<file path="config.mk">
export PLATFORM = sky130hd
export DESIGN_NAME = decode_top
export DESIGN_NICKNAME = d
export VERILOG_FILES = /design/src/rv_isa_pkg.sv /design/src/decode_pkg.sv /design/src/regfile_intf.sv /design/src/decode_regfile.sv /design/src/decode_control.sv /design/src/op_output_stage.sv /design/src/decode_top.sv
export SDC_FILE = /design/constraint.sdc
export NUM_CORES = 2
export LEC_CHECK = 0
export BUFFER_PORTS_ARGS = -buffer_cell sky130_fd_sc_hd__buf_4
export CAP_MARGIN = 25
export CORE_UTILIZATION = 45
export CTS_CLUSTER_SIZE = 12
export DETAILED_ROUTE_END_ITERATION = 10
export GPL_TIMING_DRIVEN = 0
export PLACE_DENSITY_LB_ADDON = 0.08
export REMOVE_ABC_BUFFERS = 1
export SYNTH_ARGS = -nofsm -noshare
export SYNTH_HDL_FRONTEND = slang
export SYNTH_SLANG_ARGS = --single-unit
</file>
<file path="constraint.sdc">
create_clock -name clk -period 8.35 [get_ports clk]
set_clock_uncertainty 0.1 [all_clocks]
set_input_delay 1.67 -clock clk [delete_from_list [all_inputs] [get_ports clk]]
set_output_delay 1.67 -clock clk [all_outputs]
set_load 0.005 [all_outputs]
</file>
<file path="src/rv_isa_pkg.sv">
package rv_isa_pkg;

    typedef logic [4:0]  reg_addr_t;
    typedef logic [31:0] reg_value_t;
    typedef logic [31:0] instr_t;

    // Major opcodes supported by this RV32I subset
    typedef enum logic [6:0] {
        RV_OP     = 7'b0110011,
        RV_OP_IMM = 7'b0010011,
        RV_LUI    = 7'b0110111,
        RV_AUIPC  = 7'b0010111,
        RV_BRANCH = 7'b1100011,
        RV_JAL    = 7'b1101111,
        RV_JALR   = 7'b1100111,
        RV_LOAD   = 7'b0000011,
        RV_STORE  = 7'b0100011,
        RV_SYSTEM = 7'b1110011
    } opcode_t;

    localparam instr_t EBREAK_INSTR = 32'h0010_0073;

    typedef struct packed {
        opcode_t    opcode;
        reg_addr_t  rd;
        logic [2:0] funct3;
        reg_addr_t  rs1;
        reg_addr_t  rs2;
        logic [6:0] funct7;
    } rv_fields_t;

    function automatic rv_fields_t get_fields(input instr_t instr);
        rv_fields_t f;
        f.opcode = opcode_t'(instr[6:0]);
        f.rd     = instr[11:7];
        f.funct3 = instr[14:12];
        f.rs1    = instr[19:15];
        f.rs2    = instr[24:20];
        f.funct7 = instr[31:25];
        return f;
    endfunction

    // Sign-extended immediate, selected by the format the opcode implies
    function automatic reg_value_t get_immediate(input instr_t instr);
        case (opcode_t'(instr[6:0]))
            RV_OP_IMM, RV_LOAD, RV_JALR:
                return {{20{instr[31]}}, instr[31:20]};
            RV_STORE:
                return {{20{instr[31]}}, instr[31:25], instr[11:7]};
            RV_BRANCH:
                return {{19{instr[31]}}, instr[31], instr[7], instr[30:25], instr[11:8], 1'b0};
            RV_LUI, RV_AUIPC:
                return {instr[31:12], 12'b0};
            RV_JAL:
                return {{11{instr[31]}}, instr[31], instr[19:12], instr[20], instr[30:21], 1'b0};
            default:
                return '0;
        endcase
    endfunction

    function automatic logic uses_rs1(input rv_fields_t f);
        return f.opcode inside {RV_OP, RV_OP_IMM, RV_BRANCH, RV_JALR, RV_LOAD, RV_STORE};
    endfunction

    function automatic logic uses_rs2(input rv_fields_t f);
        return f.opcode inside {RV_OP, RV_BRANCH, RV_STORE};
    endfunction

    // x0 never counts as a destination
    function automatic logic writes_rd(input rv_fields_t f);
        return (f.rd != '0) &&
               (f.opcode inside {RV_OP, RV_OP_IMM, RV_LUI, RV_AUIPC, RV_JAL, RV_JALR, RV_LOAD});
    endfunction

endpackage

</file>
<file path="src/decode_pkg.sv">
package decode_pkg;

    import rv_isa_pkg::*;

    localparam int JUMP_FLAG_WIDTH = 2;
    typedef logic [JUMP_FLAG_WIDTH-1:0] jump_flag_t;

    localparam int REG_STATUS_WIDTH = 3;
    typedef logic [REG_STATUS_WIDTH-1:0] reg_status_t;

    localparam int NUM_REGS = 32;

    typedef enum logic [1:0] {
        DECODE_RESET,
        DECODE_NORMAL,
        DECODE_EXIT
    } decode_state_t;

    typedef enum logic [1:0] {
        EXEC_ALU,
        EXEC_BRANCH,
        EXEC_JUMP
    } exec_class_t;

    // ALU ops take rs1_value and rs2_value as their two operands.
    // Jumps target rs1_value + immediate and write back pc + 4
    typedef struct packed {
        reg_value_t  pc;
        exec_class_t op_class;
        logic [2:0]  funct3;
        logic        alt;
        reg_value_t  rs1_value;
        reg_value_t  rs2_value;
        reg_value_t  immediate;
        reg_addr_t   rd_addr;
        logic        halt;
    } execute_op_t;

    typedef struct packed {
        logic       is_store;
        logic [2:0] funct3;
        reg_value_t rs1_value;
        reg_value_t rs2_value;
        reg_value_t immediate;
        reg_addr_t  rd_addr;
    } system_op_t;

    function automatic execute_op_t create_execute_op(
        input instr_t     instr,
        input reg_value_t pc,
        input reg_value_t rs1_value,
        input reg_value_t rs2_value,
        input logic       halt
    );
        rv_fields_t  f;
        execute_op_t op;
        f = get_fields(instr);
        op.pc        = pc;
        op.op_class  = EXEC_ALU;
        op.funct3    = f.funct3;
        op.alt       = 1'b0;
        // Unused operands are zeroed so the payload never carries stale data
        op.rs1_value = uses_rs1(f) ? rs1_value : '0;
        op.rs2_value = uses_rs2(f) ? rs2_value : '0;
        op.immediate = get_immediate(instr);
        op.rd_addr   = writes_rd(f) ? f.rd : '0;
        op.halt      = halt;
        case (f.opcode)
            RV_OP:     op.alt = instr[30];
            RV_OP_IMM: begin
                // Only SRAI uses bit 30 as an opcode bit
                op.alt       = (f.funct3 == 3'b101) && instr[30];
                op.rs2_value = op.immediate;
            end
            RV_LUI: begin
                op.funct3    = 3'b000;
                op.rs2_value = op.immediate;
            end
            RV_AUIPC: begin
                op.funct3    = 3'b000;
                op.rs1_value = pc;
                op.rs2_value = op.immediate;
            end
            RV_BRANCH: op.op_class = EXEC_BRANCH;
            RV_JAL: begin
                op.op_class  = EXEC_JUMP;
                op.rs1_value = pc;
            end
            RV_JALR:   op.op_class = EXEC_JUMP;
            default:   op.op_class = EXEC_ALU;
        endcase
        if (halt) begin
            op.op_class = EXEC_JUMP;
            op.rd_addr  = '0;
        end
        return op;
    endfunction

    function automatic system_op_t create_system_op(
        input instr_t     instr,
        input reg_value_t rs1_value,
        input reg_value_t rs2_value
    );
        rv_fields_t f;
        system_op_t op;
        f = get_fields(instr);
        op.is_store  = (f.opcode == RV_STORE);
        op.funct3    = f.funct3;
        op.rs1_value = rs1_value;
        op.rs2_value = op.is_store ? rs2_value : '0;
        op.immediate = get_immediate(instr);
        op.rd_addr   = writes_rd(f) ? f.rd : '0;
        return op;
    endfunction

    function automatic logic op_is_control_flow(input rv_fields_t f);
        return f.opcode inside {RV_BRANCH, RV_JAL, RV_JALR};
    endfunction

    // Float, fence, unknown opcodes and M extension ops all count as illegal
    function automatic logic op_is_illegal(input instr_t instr);
        rv_fields_t f;
        f = get_fields(instr);
        case (f.opcode)
            RV_OP:     return f.funct7 == 7'd1;
            RV_SYSTEM: return instr != EBREAK_INSTR;
            RV_OP_IMM, RV_LUI, RV_AUIPC, RV_BRANCH, RV_JAL, RV_JALR, RV_LOAD, RV_STORE:
                return 1'b0;
            default:   return 1'b1;
        endcase
    endfunction

endpackage

</file>
<file path="src/regfile_intf.sv">
`timescale 1ns/1ns

interface regfile_intf
    import rv_isa_pkg::*;
(
    input logic clk
);

    // Operand reads
    reg_addr_t  rs1_addr, rs2_addr;
    reg_value_t rs1_value, rs2_value;
    logic       rs1_ready, rs2_ready;

    // Destination reservation
    logic       reserve_enable;
    reg_addr_t  reserve_addr;
    logic       rd_can_reserve;

    // Writeback from the later stages
    logic       write_enable;
    reg_addr_t  write_addr;
    reg_value_t write_value;

    modport controller (
        input  clk,
        output rs1_addr, rs2_addr, reserve_enable, reserve_addr,
        input  rs1_value, rs2_value, rs1_ready, rs2_ready, rd_can_reserve
    );

    modport regfile (
        input  clk,
        input  rs1_addr, rs2_addr, reserve_enable, reserve_addr,
        input  write_enable, write_addr, write_value,
        output rs1_value, rs2_value, rs1_ready, rs2_ready, rd_can_reserve
    );

endinterface

</file>
<file path="src/decode_regfile.sv">
`timescale 1ns/1ns

module decode_regfile
    import rv_isa_pkg::*;
    import decode_pkg::*;
(
    input  logic clk,
    input  logic rst,

    regfile_intf.regfile rf,

    output logic reset_done
);

    reg_value_t  values [NUM_REGS];
    reg_status_t front  [NUM_REGS];
    reg_status_t rear   [NUM_REGS];
    reg_addr_t   clear_addr;
    logic        write_hit;

    assign write_hit = rf.write_enable && (rf.write_addr != '0);

    // Walk every register once after reset to zero it
    always_ff @(posedge clk) begin
        if (rst) begin
            clear_addr <= '0;
            reset_done <= 1'b0;
        end else if (!reset_done) begin
            clear_addr <= clear_addr + 1'b1;
            if (clear_addr == reg_addr_t'(NUM_REGS - 1)) begin
                reset_done <= 1'b1;
            end
        end
    end

    always_ff @(posedge clk) begin
        if (!reset_done) begin
            values[clear_addr] <= '0;
        end else if (write_hit) begin
            values[rf.write_addr] <= rf.write_value;
        end
    end

    // Front counts reservations, rear counts retired writes
    always_ff @(posedge clk) begin
        if (rst) begin
            for (int i = 0; i < NUM_REGS; i++) begin
                front[i] <= '0;
                rear[i]  <= '0;
            end
        end else begin
            if (rf.reserve_enable && rf.reserve_addr != '0) begin
                front[rf.reserve_addr] <= reg_status_t'(front[rf.reserve_addr] + 1'b1);
            end
            if (write_hit) begin
                rear[rf.write_addr] <= reg_status_t'(rear[rf.write_addr] + 1'b1);
            end
        end
    end

    always_comb begin
        rf.rs1_value = values[rf.rs1_addr];
        rf.rs2_value = values[rf.rs2_addr];
        rf.rs1_ready = (front[rf.rs1_addr] == rear[rf.rs1_addr]);
        rf.rs2_ready = (front[rf.rs2_addr] == rear[rf.rs2_addr]);
        // One more reservation must not wrap front onto rear
        rf.rd_can_reserve =
            (reg_status_t'(front[rf.reserve_addr] + 1'b1) != rear[rf.reserve_addr]);
    end

endmodule

</file>
<file path="src/decode_control.sv">
`timescale 1ns/1ns

module decode_control
    import rv_isa_pkg::*;
    import decode_pkg::*;
(
    input  logic        clk,
    input  logic        rst,

    regfile_intf.controller rf,
    input  logic        reset_done,

    input  logic        instr_valid,
    output logic        instr_ready,
    input  instr_t      instr_data,
    input  reg_value_t  instr_pc,
    input  jump_flag_t  instr_jump_flag,

    input  logic        jump_valid,
    input  logic        jump_mispredict,

    output logic        exec_valid,
    input  logic        exec_ready,
    output execute_op_t exec_op,

    output logic        sys_valid,
    input  logic        sys_ready,
    output system_op_t  sys_op,

    output logic        exit_flag,
    output logic        error_flag
);

    decode_state_t state, next_state;
    jump_flag_t    jump_flag, next_jump_flag;
    logic          cf_pending;
    rv_fields_t    fields;

    logic cf_blocked;
    logic flag_stale;
    logic illegal;
    logic halt;
    logic to_system;
    logic hazard;
    logic target_ready;
    logic issue;

    always_comb begin
        fields = get_fields(instr_data);

        rf.rs1_addr     = fields.rs1;
        rf.rs2_addr     = fields.rs2;
        rf.reserve_addr = fields.rd;

        // A jump strobe counts in this same cycle
        next_jump_flag = (jump_valid && jump_mispredict) ?
                         jump_flag_t'(jump_flag + 1'b1) : jump_flag;
        cf_blocked     = cf_pending && !jump_valid;
        flag_stale     = (instr_jump_flag != next_jump_flag);

        illegal   = op_is_illegal(instr_data);
        halt      = illegal || (instr_data == EBREAK_INSTR);
        to_system = !halt && (fields.opcode inside {RV_LOAD, RV_STORE});

        // Halting ops never touch the scoreboard
        hazard = !halt && ((uses_rs1(fields) && !rf.rs1_ready) ||
                           (uses_rs2(fields) && !rf.rs2_ready) ||
                           (writes_rd(fields) && !rf.rd_can_reserve));
        target_ready = to_system ? sys_ready : exec_ready;

        instr_ready = 1'b0;
        issue       = 1'b0;
        case (state)
            DECODE_NORMAL: begin
                if (flag_stale) begin
                    // Fetched down the wrong path
                    instr_ready = 1'b1;
                end else if (!hazard && !cf_blocked) begin
                    instr_ready = target_ready;
                    issue       = instr_valid && target_ready;
                end
            end
            DECODE_EXIT: instr_ready = 1'b1;
            default:     instr_ready = 1'b0;
        endcase

        rf.reserve_enable = issue && !halt && writes_rd(fields);

        exec_valid = issue && !to_system;
        sys_valid  = issue && to_system;
        exec_op    = create_execute_op(instr_data, instr_pc, rf.rs1_value, rf.rs2_value, halt);
        sys_op     = create_system_op(instr_data, rf.rs1_value, rf.rs2_value);

        case (state)
            DECODE_RESET:  next_state = reset_done ? DECODE_NORMAL : DECODE_RESET;
            DECODE_NORMAL: next_state = (issue && halt) ? DECODE_EXIT : DECODE_NORMAL;
            DECODE_EXIT:   next_state = DECODE_EXIT;
            default:       next_state = DECODE_RESET;
        endcase

        exit_flag = (state == DECODE_EXIT);
    end

    always_ff @(posedge clk) begin
        if (rst) begin
            state      <= DECODE_RESET;
            jump_flag  <= '0;
            cf_pending <= 1'b0;
            error_flag <= 1'b0;
        end else begin
            state     <= next_state;
            jump_flag <= next_jump_flag;
            // A new branch wins over the strobe that resolves the old one
            if (issue && !halt && op_is_control_flow(fields)) begin
                cf_pending <= 1'b1;
            end else if (jump_valid) begin
                cf_pending <= 1'b0;
            end
            if (issue && illegal) begin
                error_flag <= 1'b1;
            end
        end
    end

endmodule

</file>
<file path="src/op_output_stage.sv">
`timescale 1ns/1ns

module op_output_stage #(
    parameter type T = logic [31:0],
    parameter bit PIPELINE_REGISTERED = 1'b1
)(
    input  logic clk,
    input  logic rst,

    input  logic in_valid,
    output logic in_ready,
    input  T     in_payload,

    output logic out_valid,
    input  logic out_ready,
    output T     out_payload
);

    generate
        if (PIPELINE_REGISTERED) begin : g_registered
            logic full;
            T     held;

            // Refill in the same cycle the held item leaves
            assign in_ready    = !full || out_ready;
            assign out_valid   = full;
            assign out_payload = held;

            always_ff @(posedge clk) begin
                if (rst) begin
                    full <= 1'b0;
                end else if (in_ready) begin
                    full <= in_valid;
                end
            end

            always_ff @(posedge clk) begin
                if (in_valid && in_ready) begin
                    held <= in_payload;
                end
            end
        end else begin : g_bypass
            assign in_ready    = out_ready;
            assign out_valid   = in_valid;
            assign out_payload = in_payload;
        end
    endgenerate

endmodule

</file>
<file path="src/decode_top.sv">
`timescale 1ns/1ns

module decode_top
    import rv_isa_pkg::*;
    import decode_pkg::*;
#(
    parameter bit OUTPUT_REGISTERED = 1'b1
)(
    input  logic        clk,
    input  logic        rst,

    input  logic        instr_valid,
    output logic        instr_ready,
    input  instr_t      instr_data,
    input  reg_value_t  instr_pc,
    input  jump_flag_t  instr_jump_flag,

    output logic        exec_valid,
    input  logic        exec_ready,
    output execute_op_t exec_op,

    output logic        sys_valid,
    input  logic        sys_ready,
    output system_op_t  sys_op,

    input  logic        wb_valid,
    input  reg_addr_t   wb_addr,
    input  reg_value_t  wb_value,

    input  logic        jump_valid,
    input  logic        jump_mispredict,

    output logic        exit_flag,
    output logic        error_flag
);

    logic        reset_done;

    logic        next_exec_valid, next_exec_ready;
    execute_op_t next_exec_op;
    logic        next_sys_valid, next_sys_ready;
    system_op_t  next_sys_op;

    regfile_intf rf (.clk);

    // Writeback strobe goes straight into the register file
    assign rf.write_enable = wb_valid;
    assign rf.write_addr   = wb_addr;
    assign rf.write_value  = wb_value;

    decode_regfile regfile_inst (
        .clk,
        .rst,
        .rf,
        .reset_done
    );

    decode_control control_inst (
        .clk,
        .rst,
        .rf,
        .reset_done,
        .instr_valid,
        .instr_ready,
        .instr_data,
        .instr_pc,
        .instr_jump_flag,
        .jump_valid,
        .jump_mispredict,
        .exec_valid (next_exec_valid),
        .exec_ready (next_exec_ready),
        .exec_op    (next_exec_op),
        .sys_valid  (next_sys_valid),
        .sys_ready  (next_sys_ready),
        .sys_op     (next_sys_op),
        .exit_flag,
        .error_flag
    );

    op_output_stage #(
        .T                   (execute_op_t),
        .PIPELINE_REGISTERED (OUTPUT_REGISTERED)
    ) exec_stage_inst (
        .clk,
        .rst,
        .in_valid    (next_exec_valid),
        .in_ready    (next_exec_ready),
        .in_payload  (next_exec_op),
        .out_valid   (exec_valid),
        .out_ready   (exec_ready),
        .out_payload (exec_op)
    );

    op_output_stage #(
        .T                   (system_op_t),
        .PIPELINE_REGISTERED (OUTPUT_REGISTERED)
    ) sys_stage_inst (
        .clk,
        .rst,
        .in_valid    (next_sys_valid),
        .in_ready    (next_sys_ready),
        .in_payload  (next_sys_op),
        .out_valid   (sys_valid),
        .out_ready   (sys_ready),
        .out_payload (sys_op)
    );

endmodule

</file>
Word level (Yosys, flattened, before mapping)
Memory sizes are Yosys's and may differ from the RTL's.
Cells that the tools add are included.
- flip-flop bits (word level): 259
- bits in latches: 0
- RAM bits: 1216
- memory bits (read-only): 0
- output and inout port bits: 250
- memories: 3
- $add $sub $neg: 4
- $mul: 0
- div/mod/pow operators: 0
- order comparisons: 0
- equal/unequal tests: 21
- shift operators: 0
- multiplexer cells: 44
- bitwise gates (word level): 0
- reduce and logical (&&, ||, !) cells: 55
- memories (memory ; words ; width ; rd ports ; clocked after Yosys merged registers in ; wr ports ; line ; RTL):
    regfile_inst.values ; 32 ; 32 ; 2 ; 0 ; 1 ; decode_regfile.sv:15 ; reg_value_t values [NUM_REGS];
    regfile_inst.front ; 32 ; 3 ; 3 ; 0 ; 32 ; decode_regfile.sv:16 ; reg_status_t front [NUM_REGS];
    regfile_inst.rear ; 32 ; 3 ; 4 ; 0 ; 32 ; decode_regfile.sv:17 ; reg_status_t rear [NUM_REGS];
- operator list (cell ; count):
    $mux 32 ; 5
    $pmux 32 s5 ; 1
    $eq 32x21->1 const B ; 1
    $ne 32x21->1 const B ; 1
    $reduce_or 32->1 ; 1
    $eq 7x7->1 const B ; 4
    $mux 1 ; 25
    $logic_and 1x1->1 ; 22
    $eq 7x6->1 const B ; 3
    $mux 5 ; 4
    $eq 7x5->1 const B ; 2
    $reduce_or 3->1 ; 4
    $logic_not 1->1 ; 10
    $reduce_bool 5->1 ; 2
    $reduce_or 8->1 ; 1
    $eq 7x1->1 const B ; 1
    $eq 7x2->1 const B ; 1
    $reduce_bool 7->1 ; 1
    $add 3x1->3 const B ; 2
    $eq 3x3->1 ; 2
    $mux 3 ; 2
    $pmux 2 s3 ; 1
    $reduce_bool 3->1 ; 2
    $reduce_bool 6->1 ; 1
    16 further kinds ; 25

Depth between registers and ports, before layout
An unclocked memory read counts as a cell.
- depth in word-level cells: 20
- mapped depth: 15
- gate-level depth less buffers: 10

Cells and area by module
From an unflattened synthesis, not the netlist that was laid out.
- cell total of the unflattened synthesis: 3649
- area, all modules: 71340.9 um2
- modules (own cells, without submodules) (module ; times used ; cells each ; area each (um2) ; sequential area each (um2)):
    decode_regfile ; 1 ; 2996 ; 60873.4 ; 36635.1
    op_output_stage at exec_stage_inst ; 1 ; 145 ; 4259.1 ; 4224.1
    op_output_stage at sys_stage_inst ; 1 ; 110 ; 3208.1 ; 3173.0
    decode_control ; 1 ; 398 ; 3000.4 ; 120.1

Worst setup path after synthesis
OpenSTA, ideal clock, no wires.
- path type: input-to-reg
- from: in instr_data[7]
- to: reg exec_stage_inst.g_registered.held, in the netlist exec_stage_inst.out_payload[0], enable pin
- library setup time: 0.493 ns
- data arrival time: 7.184 ns
- setup slack: 0.573 ns
- cell stages on the path: 12
- path buffers: 3
- cells stage by stage: clkbuf_1 > buf_1 > clkbuf_1 > mux4_2 > a22oi_1 > nand4_1 > ha_1 > xor2_1 > xnor2_1 > o211a_1 > nand3_1 > inv_1
- longest elaborated chain between the ends: 14
- elaborated cells on any way between the ends: 26
- classes of those cells: 1 x add/sub; 3 x eq/ne; 5 x mux; 15 x reduce/logical; 2 x memory
- RTL lines (what ; line ; RTL):
    from (decl) ; decode_top.sv:14 ; input instr_t instr_data,
    $mem_v2 32x3 ; - ;
    $add 3x1->3 ; decode_regfile.sv:68 ; (reg_status_t'(front[rf.reserve_addr] + 1'b1) != rear[rf.reserve_addr]);
    $ne 3x3->1 ; decode_regfile.sv:68 ;
    $logic_not 1->1 ; decode_control.sv:68 ; (writes_rd(fields) && !rf.rd_can_reserve));
    $logic_and 1x1->1 ; decode_control.sv:68 ;
    $logic_or 1x1->1 ; decode_control.sv:67 ; (uses_rs2(fields) && !rf.rs2_ready) ||
    $logic_and 1x1->1 ; decode_control.sv:66 ; hazard = !halt && ((uses_rs1(fields) && !rf.rs1_ready) ||
    $logic_not 1->1 ; decode_control.sv:78 ; end else if (!hazard && !cf_blocked) begin
    $logic_and 1x1->1 ; decode_control.sv:78 ;
    $mux 1 ; decode_control.sv:78 ;
    $mux 1 ; decode_control.sv:75 ; if (flag_stale) begin
    $mux 1 ; decode_control.sv:73 ; case (state)
    $logic_and 1x1->1 * ; decode_control.sv:89 ; exec_valid = issue && !to_system;
    $logic_and 1x1->1 * ; op_output_stage.sv:38 ; if (in_valid && in_ready) begin
    to (signal assigned) ; op_output_stage.sv:39 ; held <= in_payload;
    to (decl) ; op_output_stage.sv:22 ; T held;
Every way passes the cells marked *; elsewhere a longest branch is shown, timed or not.
A chain may end at the register's enable or synchronous reset.

Final worst setup path
- from: in instr_data[8]
- to: out instr_ready
- longest elaborated chain between the ends: 12
- elaborated cells on any way between the ends: 22
- classes of those cells: 1 x add/sub; 3 x eq/ne; 5 x mux; 11 x reduce/logical; 2 x memory
- RTL lines (what ; line ; RTL):
    $mem_v2 32x3 ; - ;
    $add 3x1->3 ; decode_regfile.sv:68 ;
    $ne 3x3->1 ; decode_regfile.sv:68 ;
    $logic_not 1->1 ; decode_control.sv:68 ;
    $logic_and 1x1->1 ; decode_control.sv:68 ;
    $logic_or 1x1->1 ; decode_control.sv:67 ;
    $logic_and 1x1->1 ; decode_control.sv:66 ;
    $logic_not 1->1 ; decode_control.sv:78 ;
    $logic_and 1x1->1 ; decode_control.sv:78 ;
    $mux 1 * ; decode_control.sv:78 ;
    $mux 1 * ; decode_control.sv:75 ;
    $pmux 1 s2 * ; decode_control.sv:73 ;
    to (decl) ; decode_top.sv:13 ; output logic instr_ready,
Marked as above.

==> run summary <==
The run finished with clean final reports. The reported net switching power is 3820 µW. Setup repair after global routing left no endpoint under its margin. The initial utilization of the core area, before any placement, comes to 45.6%.

The logs give 83 for the count of distinct cell types in the synthesized netlist and 12,700 µW for the internal power of the cells. Category of the most critical setup path: input port to primary output. The path class of the tightest hold or removal check is flip-flop to flip-flop.

For the worst-skew pair, the clock arrives at the later sink with an insertion delay of 0.79 ns. The first global-routing pass estimated 311,000 µm of wire. Across the VDD grid, the largest voltage drop is 0.000197 V. Net switching is 23.2% of the power. STA puts the critical path data arrival time at 6.36 ns. Sequential cells were found to cover 62.6% of the synthesized design area. The cell area that synthesis handed to floorplanning was 70,500 µm².

Final global-route overflow total: 0. Port buffering added 360 buffers. The number of gates resized after CTS was 0.

The die is 398 µm tall. Power share of the sequential group: 49.9%. The maximum number of buffers from clock root to sink came out at 3. Among all flip-flop cells after synthesis, the most frequent one is sky130_fd_sc_hd__edfxtp_1. The overall routing resource usage is 28.0%, and the routed via count divided by cell count is 6.53.

The logs give 3,737 for the gate count after technology mapping and 144 for the placement row count. The tools report the root cell of the clock tree as sky130_fd_sc_hd__clkbuf_16. On the critical path, the stage with the largest delay is an instance of sky130_fd_sc_hd__ha_1. In the final design database the tool counted 4,198 nets. The share of total power dissipated in the clock network is 41.6%.

Subtracting the final worst setup slack from the clock period gives 8.13 ns. Once placement finished, the instance area stood at 77,500 µm². In the final timing run, aggregate negative setup slack is 0 ns. The floorplan step defined a die boundary enclosing 158,000 µm².

At the pin with the least slew margin, the transition time is 1.09 ns. The die is 398 µm wide. At the end of routability-driven placement, the weighted congestion stood at 0.873.

The area growth from synthesis to final layout was 17.1%; the number of clock buffers inserted by TritonCTS was 163. Derived from the worst setup path, the maximum achievable clock frequency is 0.123 GHz. Final period utilization: 97.4%. Diode insertion count for antenna repair: 0. The run gives 0 as the count of buffers added by post-CTS timing repair for setup. The worst pin sits at a relative slew slack of 27.0%. Initial antenna violation count: 5.

The detail route stage leaves a number of antenna-violating nets equal to 0. Delay of the slowest cell on the worst path: 1.15 ns. Walking the worst path, the cells encountered are buf_6 > buf_16 > mux2i_1 > o22ai_1 > a2111oi_0 > nand4_1 > ha_1 > xnor2_1 > nand3_1 > o211ai_2 > o31ai_1 > buf_4. STA classifies the critical path startpoint as an input port. At the worst endpoint, the required time is 6.58 ns.

The total power is 16,500 µW. The count of fill cells added during filler insertion is 12,100, and the remaining design rule violation count is 0. On the critical path the largest part of the delay comes from adder cells. The logs give 0 for the number of slew-limit violations in the final report and 4 for the total number of H-tree levels.

TritonCTS built the clock tree. Setup violations remaining at the end of the flow were counted as 0. The per-instance average area after synthesis works out to 18.9 µm².

Total of flip-flops plus latches after synthesis: 1,475. The biggest fanout along the worst timing path came out at 48. The number of global-route vias before repair was 41,000. The area inside the core boundary was 155,000 µm². The tool flagged a number of max-cap violations equal to 0. Endpoint kind of the worst setup timing path: a primary output. In the final layout, the share of cells above drive strength 1 is 39.3%. The run gives 8.6% as the fraction of power consumed by combinational cells. Routed length per instance: 35.4 µm. Counting both buffers and inverters, the worst setup path holds a total of 3. For this block, the initial DRC count from the detailed router was 4,299.

Number of enable-type register cells in the synthesized netlist: 1,461. The share of synthesized registers carrying an async set or reset was 0%. In this run the count of I/O pins placed on the die edge is 361. Dividing total power by cell area gives a power density of 200 nW/µm². The clock drives 1,475 sinks. The HPWL after detailed placement is 144,000 µm. For this run, the number of Yosys warnings is 0. Summing all non-filler instances in the final layout gives an area of 82,600 µm².

The largest net degree at the start of global routing is 93, and the quantity of hold-fixing buffers added after cts is 0. For this block, the routed nets add up to 221,000 µm of wire. The detailed router placed 40,800 vias in this run. Clock-pin slew was measured on the worst setup and hold paths at 0.06 ns. The hold violation count in the final report was 0. The pre-antenna-repair detailed-routing pass consisted of 6 iterations.

For this design the static power due to leakage is 0.0258 µW.
==> worst register-to-register path: stages (launching register included) <==
cell and delay (ns):
sky130_fd_sc_hd__edfxtp_1 0.42, sky130_fd_sc_hd__mux2i_1 0.31, sky130_fd_sc_hd__o22ai_1 0.11, sky130_fd_sc_hd__a2111oi_0 0.57, sky130_fd_sc_hd__nand4_1 0.41, sky130_fd_sc_hd__ha_1 1.15, sky130_fd_sc_hd__xnor2_1 0.34, sky130_fd_sc_hd__nand3_1 0.21
sky130_fd_sc_hd__o211a_1 0.27, sky130_fd_sc_hd__nand4_1 0.24, sky130_fd_sc_hd__inv_6 0.43, sky130_fd_sc_hd__buf_16 0.33
==> cell families after synthesis <==
| group | after synthesis | share of synthesized area, % |
|---|---|---|
| buffers and inverters | 349 | 2.10 |
| AOI/OAI and AO/OA | 279 | 2.87 |
| xor gates and xnor gates | 25 | 0.311 |
| and+or+nand+nor | 672 | 5.20 |
| DFF | 1475 | 62.6 |
| other | 1 | 0.00532 |
| muxes | 928 | 26.7 |
| adders and majority gates | 8 | 0.142 |
==> metrics by stage <==
step	setup WS, ns	hold WS [ns]	cells	util, %
finish	0.217	0.372	6248	53.4
global placement	-6.97	0.351	5828	48.1
floorplan	0.866	0.326	3424	-
CTS	0.272	0.362	6241	53.3
detailed placement	0.263	0.353	5951	50.1
global route	0.160	0.372	6248	53.4
==> synth_stat cells, types with 31 or more instances <==
cell type / number / area [µm²]
sky130_fd_sc_hd__a22o_1: 32 / 280
sky130_fd_sc_hd__a22oi_1: 36 / 270
sky130_fd_sc_hd__clkbuf_1: 183 / 687
sky130_fd_sc_hd__nor2_1: 200 / 751
sky130_fd_sc_hd__and4_1: 31 / 272
sky130_fd_sc_hd__edfxtp_1: 1461 / 43900
sky130_fd_sc_hd__nand2b_1: 35 / 219
sky130_fd_sc_hd__mux2_2: 49 / 552
sky130_fd_sc_hd__nand2_1: 118 / 443
sky130_fd_sc_hd__buf_2: 33 / 165
sky130_fd_sc_hd__mux2i_1: 119 / 1190
sky130_fd_sc_hd__and2_1: 54 / 338
sky130_fd_sc_hd__nor3_1: 35 / 175
sky130_fd_sc_hd__o22ai_1: 47 / 294
sky130_fd_sc_hd__mux4_2: 760 / 17100
sky130_fd_sc_hd__and3_1: 37 / 231
sky130_fd_sc_hd__buf_1: 85 / 319
sky130_fd_sc_hd__a31o_2: 31 / 272
sky130_fd_sc_hd__nand3_1: 35 / 175
==> power by group through the flow <==
stage	combinational (µW)	clock (µW)	sequential, µW
floorplan	689	0	8340
global placement	1420	0	8380
detailed placement	1420	0	8370
CTS	1420	6960	8220
global route	1480	7210	8220
finish	1420	6850	8220
==> final timing paths <==
check | startpoint | to | depth (start not counted) | slack (ns)
hold reg to reg | control_inst.cf_pending | control_inst.cf_pending | 2 | 0.37
setup / recovery | instr_data[8] | instr_ready | 12 | 0.22
hold / removal | control_inst.cf_pending | control_inst.cf_pending | 2 | 0.37
setup reg to reg | regfile_inst.front[15][0] | sys_stage_inst.out_payload[74] | 11 | 2.80
==> placed cells by master (no fill, tap or decap), types with 16 or more instances in the layout <==
cell | Yosys | routed
sky130_fd_sc_hd__mux2_2 | 49 | 49
sky130_fd_sc_hd__mux4_2 | 760 | 760
sky130_fd_sc_hd__nand4_1 | 16 | 16
sky130_fd_sc_hd__a22oi_1 | 36 | 36
sky130_fd_sc_hd__inv_1 | 29 | 27
sky130_fd_sc_hd__nor3_1 | 35 | 32
sky130_fd_sc_hd__buf_16 | 0 | 48
sky130_fd_sc_hd__nand2_1 | 118 | 118
sky130_fd_sc_hd__nor2_4 | 30 | 63
sky130_fd_sc_hd__o22ai_1 | 47 | 47
sky130_fd_sc_hd__buf_8 | 1 | 16
sky130_fd_sc_hd__and3_1 | 37 | 37
sky130_fd_sc_hd__clkinv_2 | 0 | 29
sky130_fd_sc_hd__clkbuf_16 | 0 | 168
sky130_fd_sc_hd__clkbuf_1 | 183 | 39
sky130_fd_sc_hd__nor2_1 | 200 | 163
sky130_fd_sc_hd__clkinv_1 | 1 | 31
sky130_fd_sc_hd__nand3_1 | 35 | 35
sky130_fd_sc_hd__nand2b_1 | 35 | 35
sky130_fd_sc_hd__and2_1 | 54 | 53
sky130_fd_sc_hd__o21ai_0 | 26 | 26
sky130_fd_sc_hd__edfxtp_1 | 1461 | 1461
sky130_fd_sc_hd__a22o_1 | 32 | 32
sky130_fd_sc_hd__nor2b_1 | 21 | 20
sky130_fd_sc_hd__and4_1 | 31 | 31
sky130_fd_sc_hd__buf_4 | 9 | 356
sky130_fd_sc_hd__mux2i_1 | 119 | 118
sky130_fd_sc_hd__buf_12 | 4 | 56
sky130_fd_sc_hd__a31o_2 | 31 | 31
sky130_fd_sc_hd__a21oi_1 | 27 | 23
==> cell type report <==
| type | count | area, µm² | area share [%] |
|---|---|---|---|
| Timing Repair Buffer | 490 | 5510 | 6.67 |
| Multi-Input combinational cell | 1918 | 25200 | 30.6 |
| Sequential cell | 1475 | 44200 | 53.5 |
| Clock inverter | 80 | 594 | 0.720 |
| Clock buffer | 210 | 4390 | 5.32 |
| Tap cell | 2044 | 2560 | 3.10 |
| Inverter | 31 | 138 | 0.167 |
==> metal layers <==
metal	up-vias	share of wire, %	track usage, %
li1	16500	-	-
met2	1931	48	44.8
met4	0	2.8	8.08
met3	320	7.6	4.86
met5	-	0	0
met1	22000	41	39.7
==> registers in the layout (all words and copies together), names as in the netlist <==
register	cells
exec_stage_inst.out_valid	1
control_inst.error_flag	1
control_inst.jump_flag	2
regfile_inst.clear_addr	5
regfile_inst.front	96
regfile_inst.rear	96
sys_stage_inst.out_payload	105
regfile_inst.reset_done	1
control_inst.state	2
regfile_inst.values	1024
sys_stage_inst.out_valid	1
exec_stage_inst.out_payload	140
control_inst.cf_pending	1
Power figures use the tool's default switching activity.
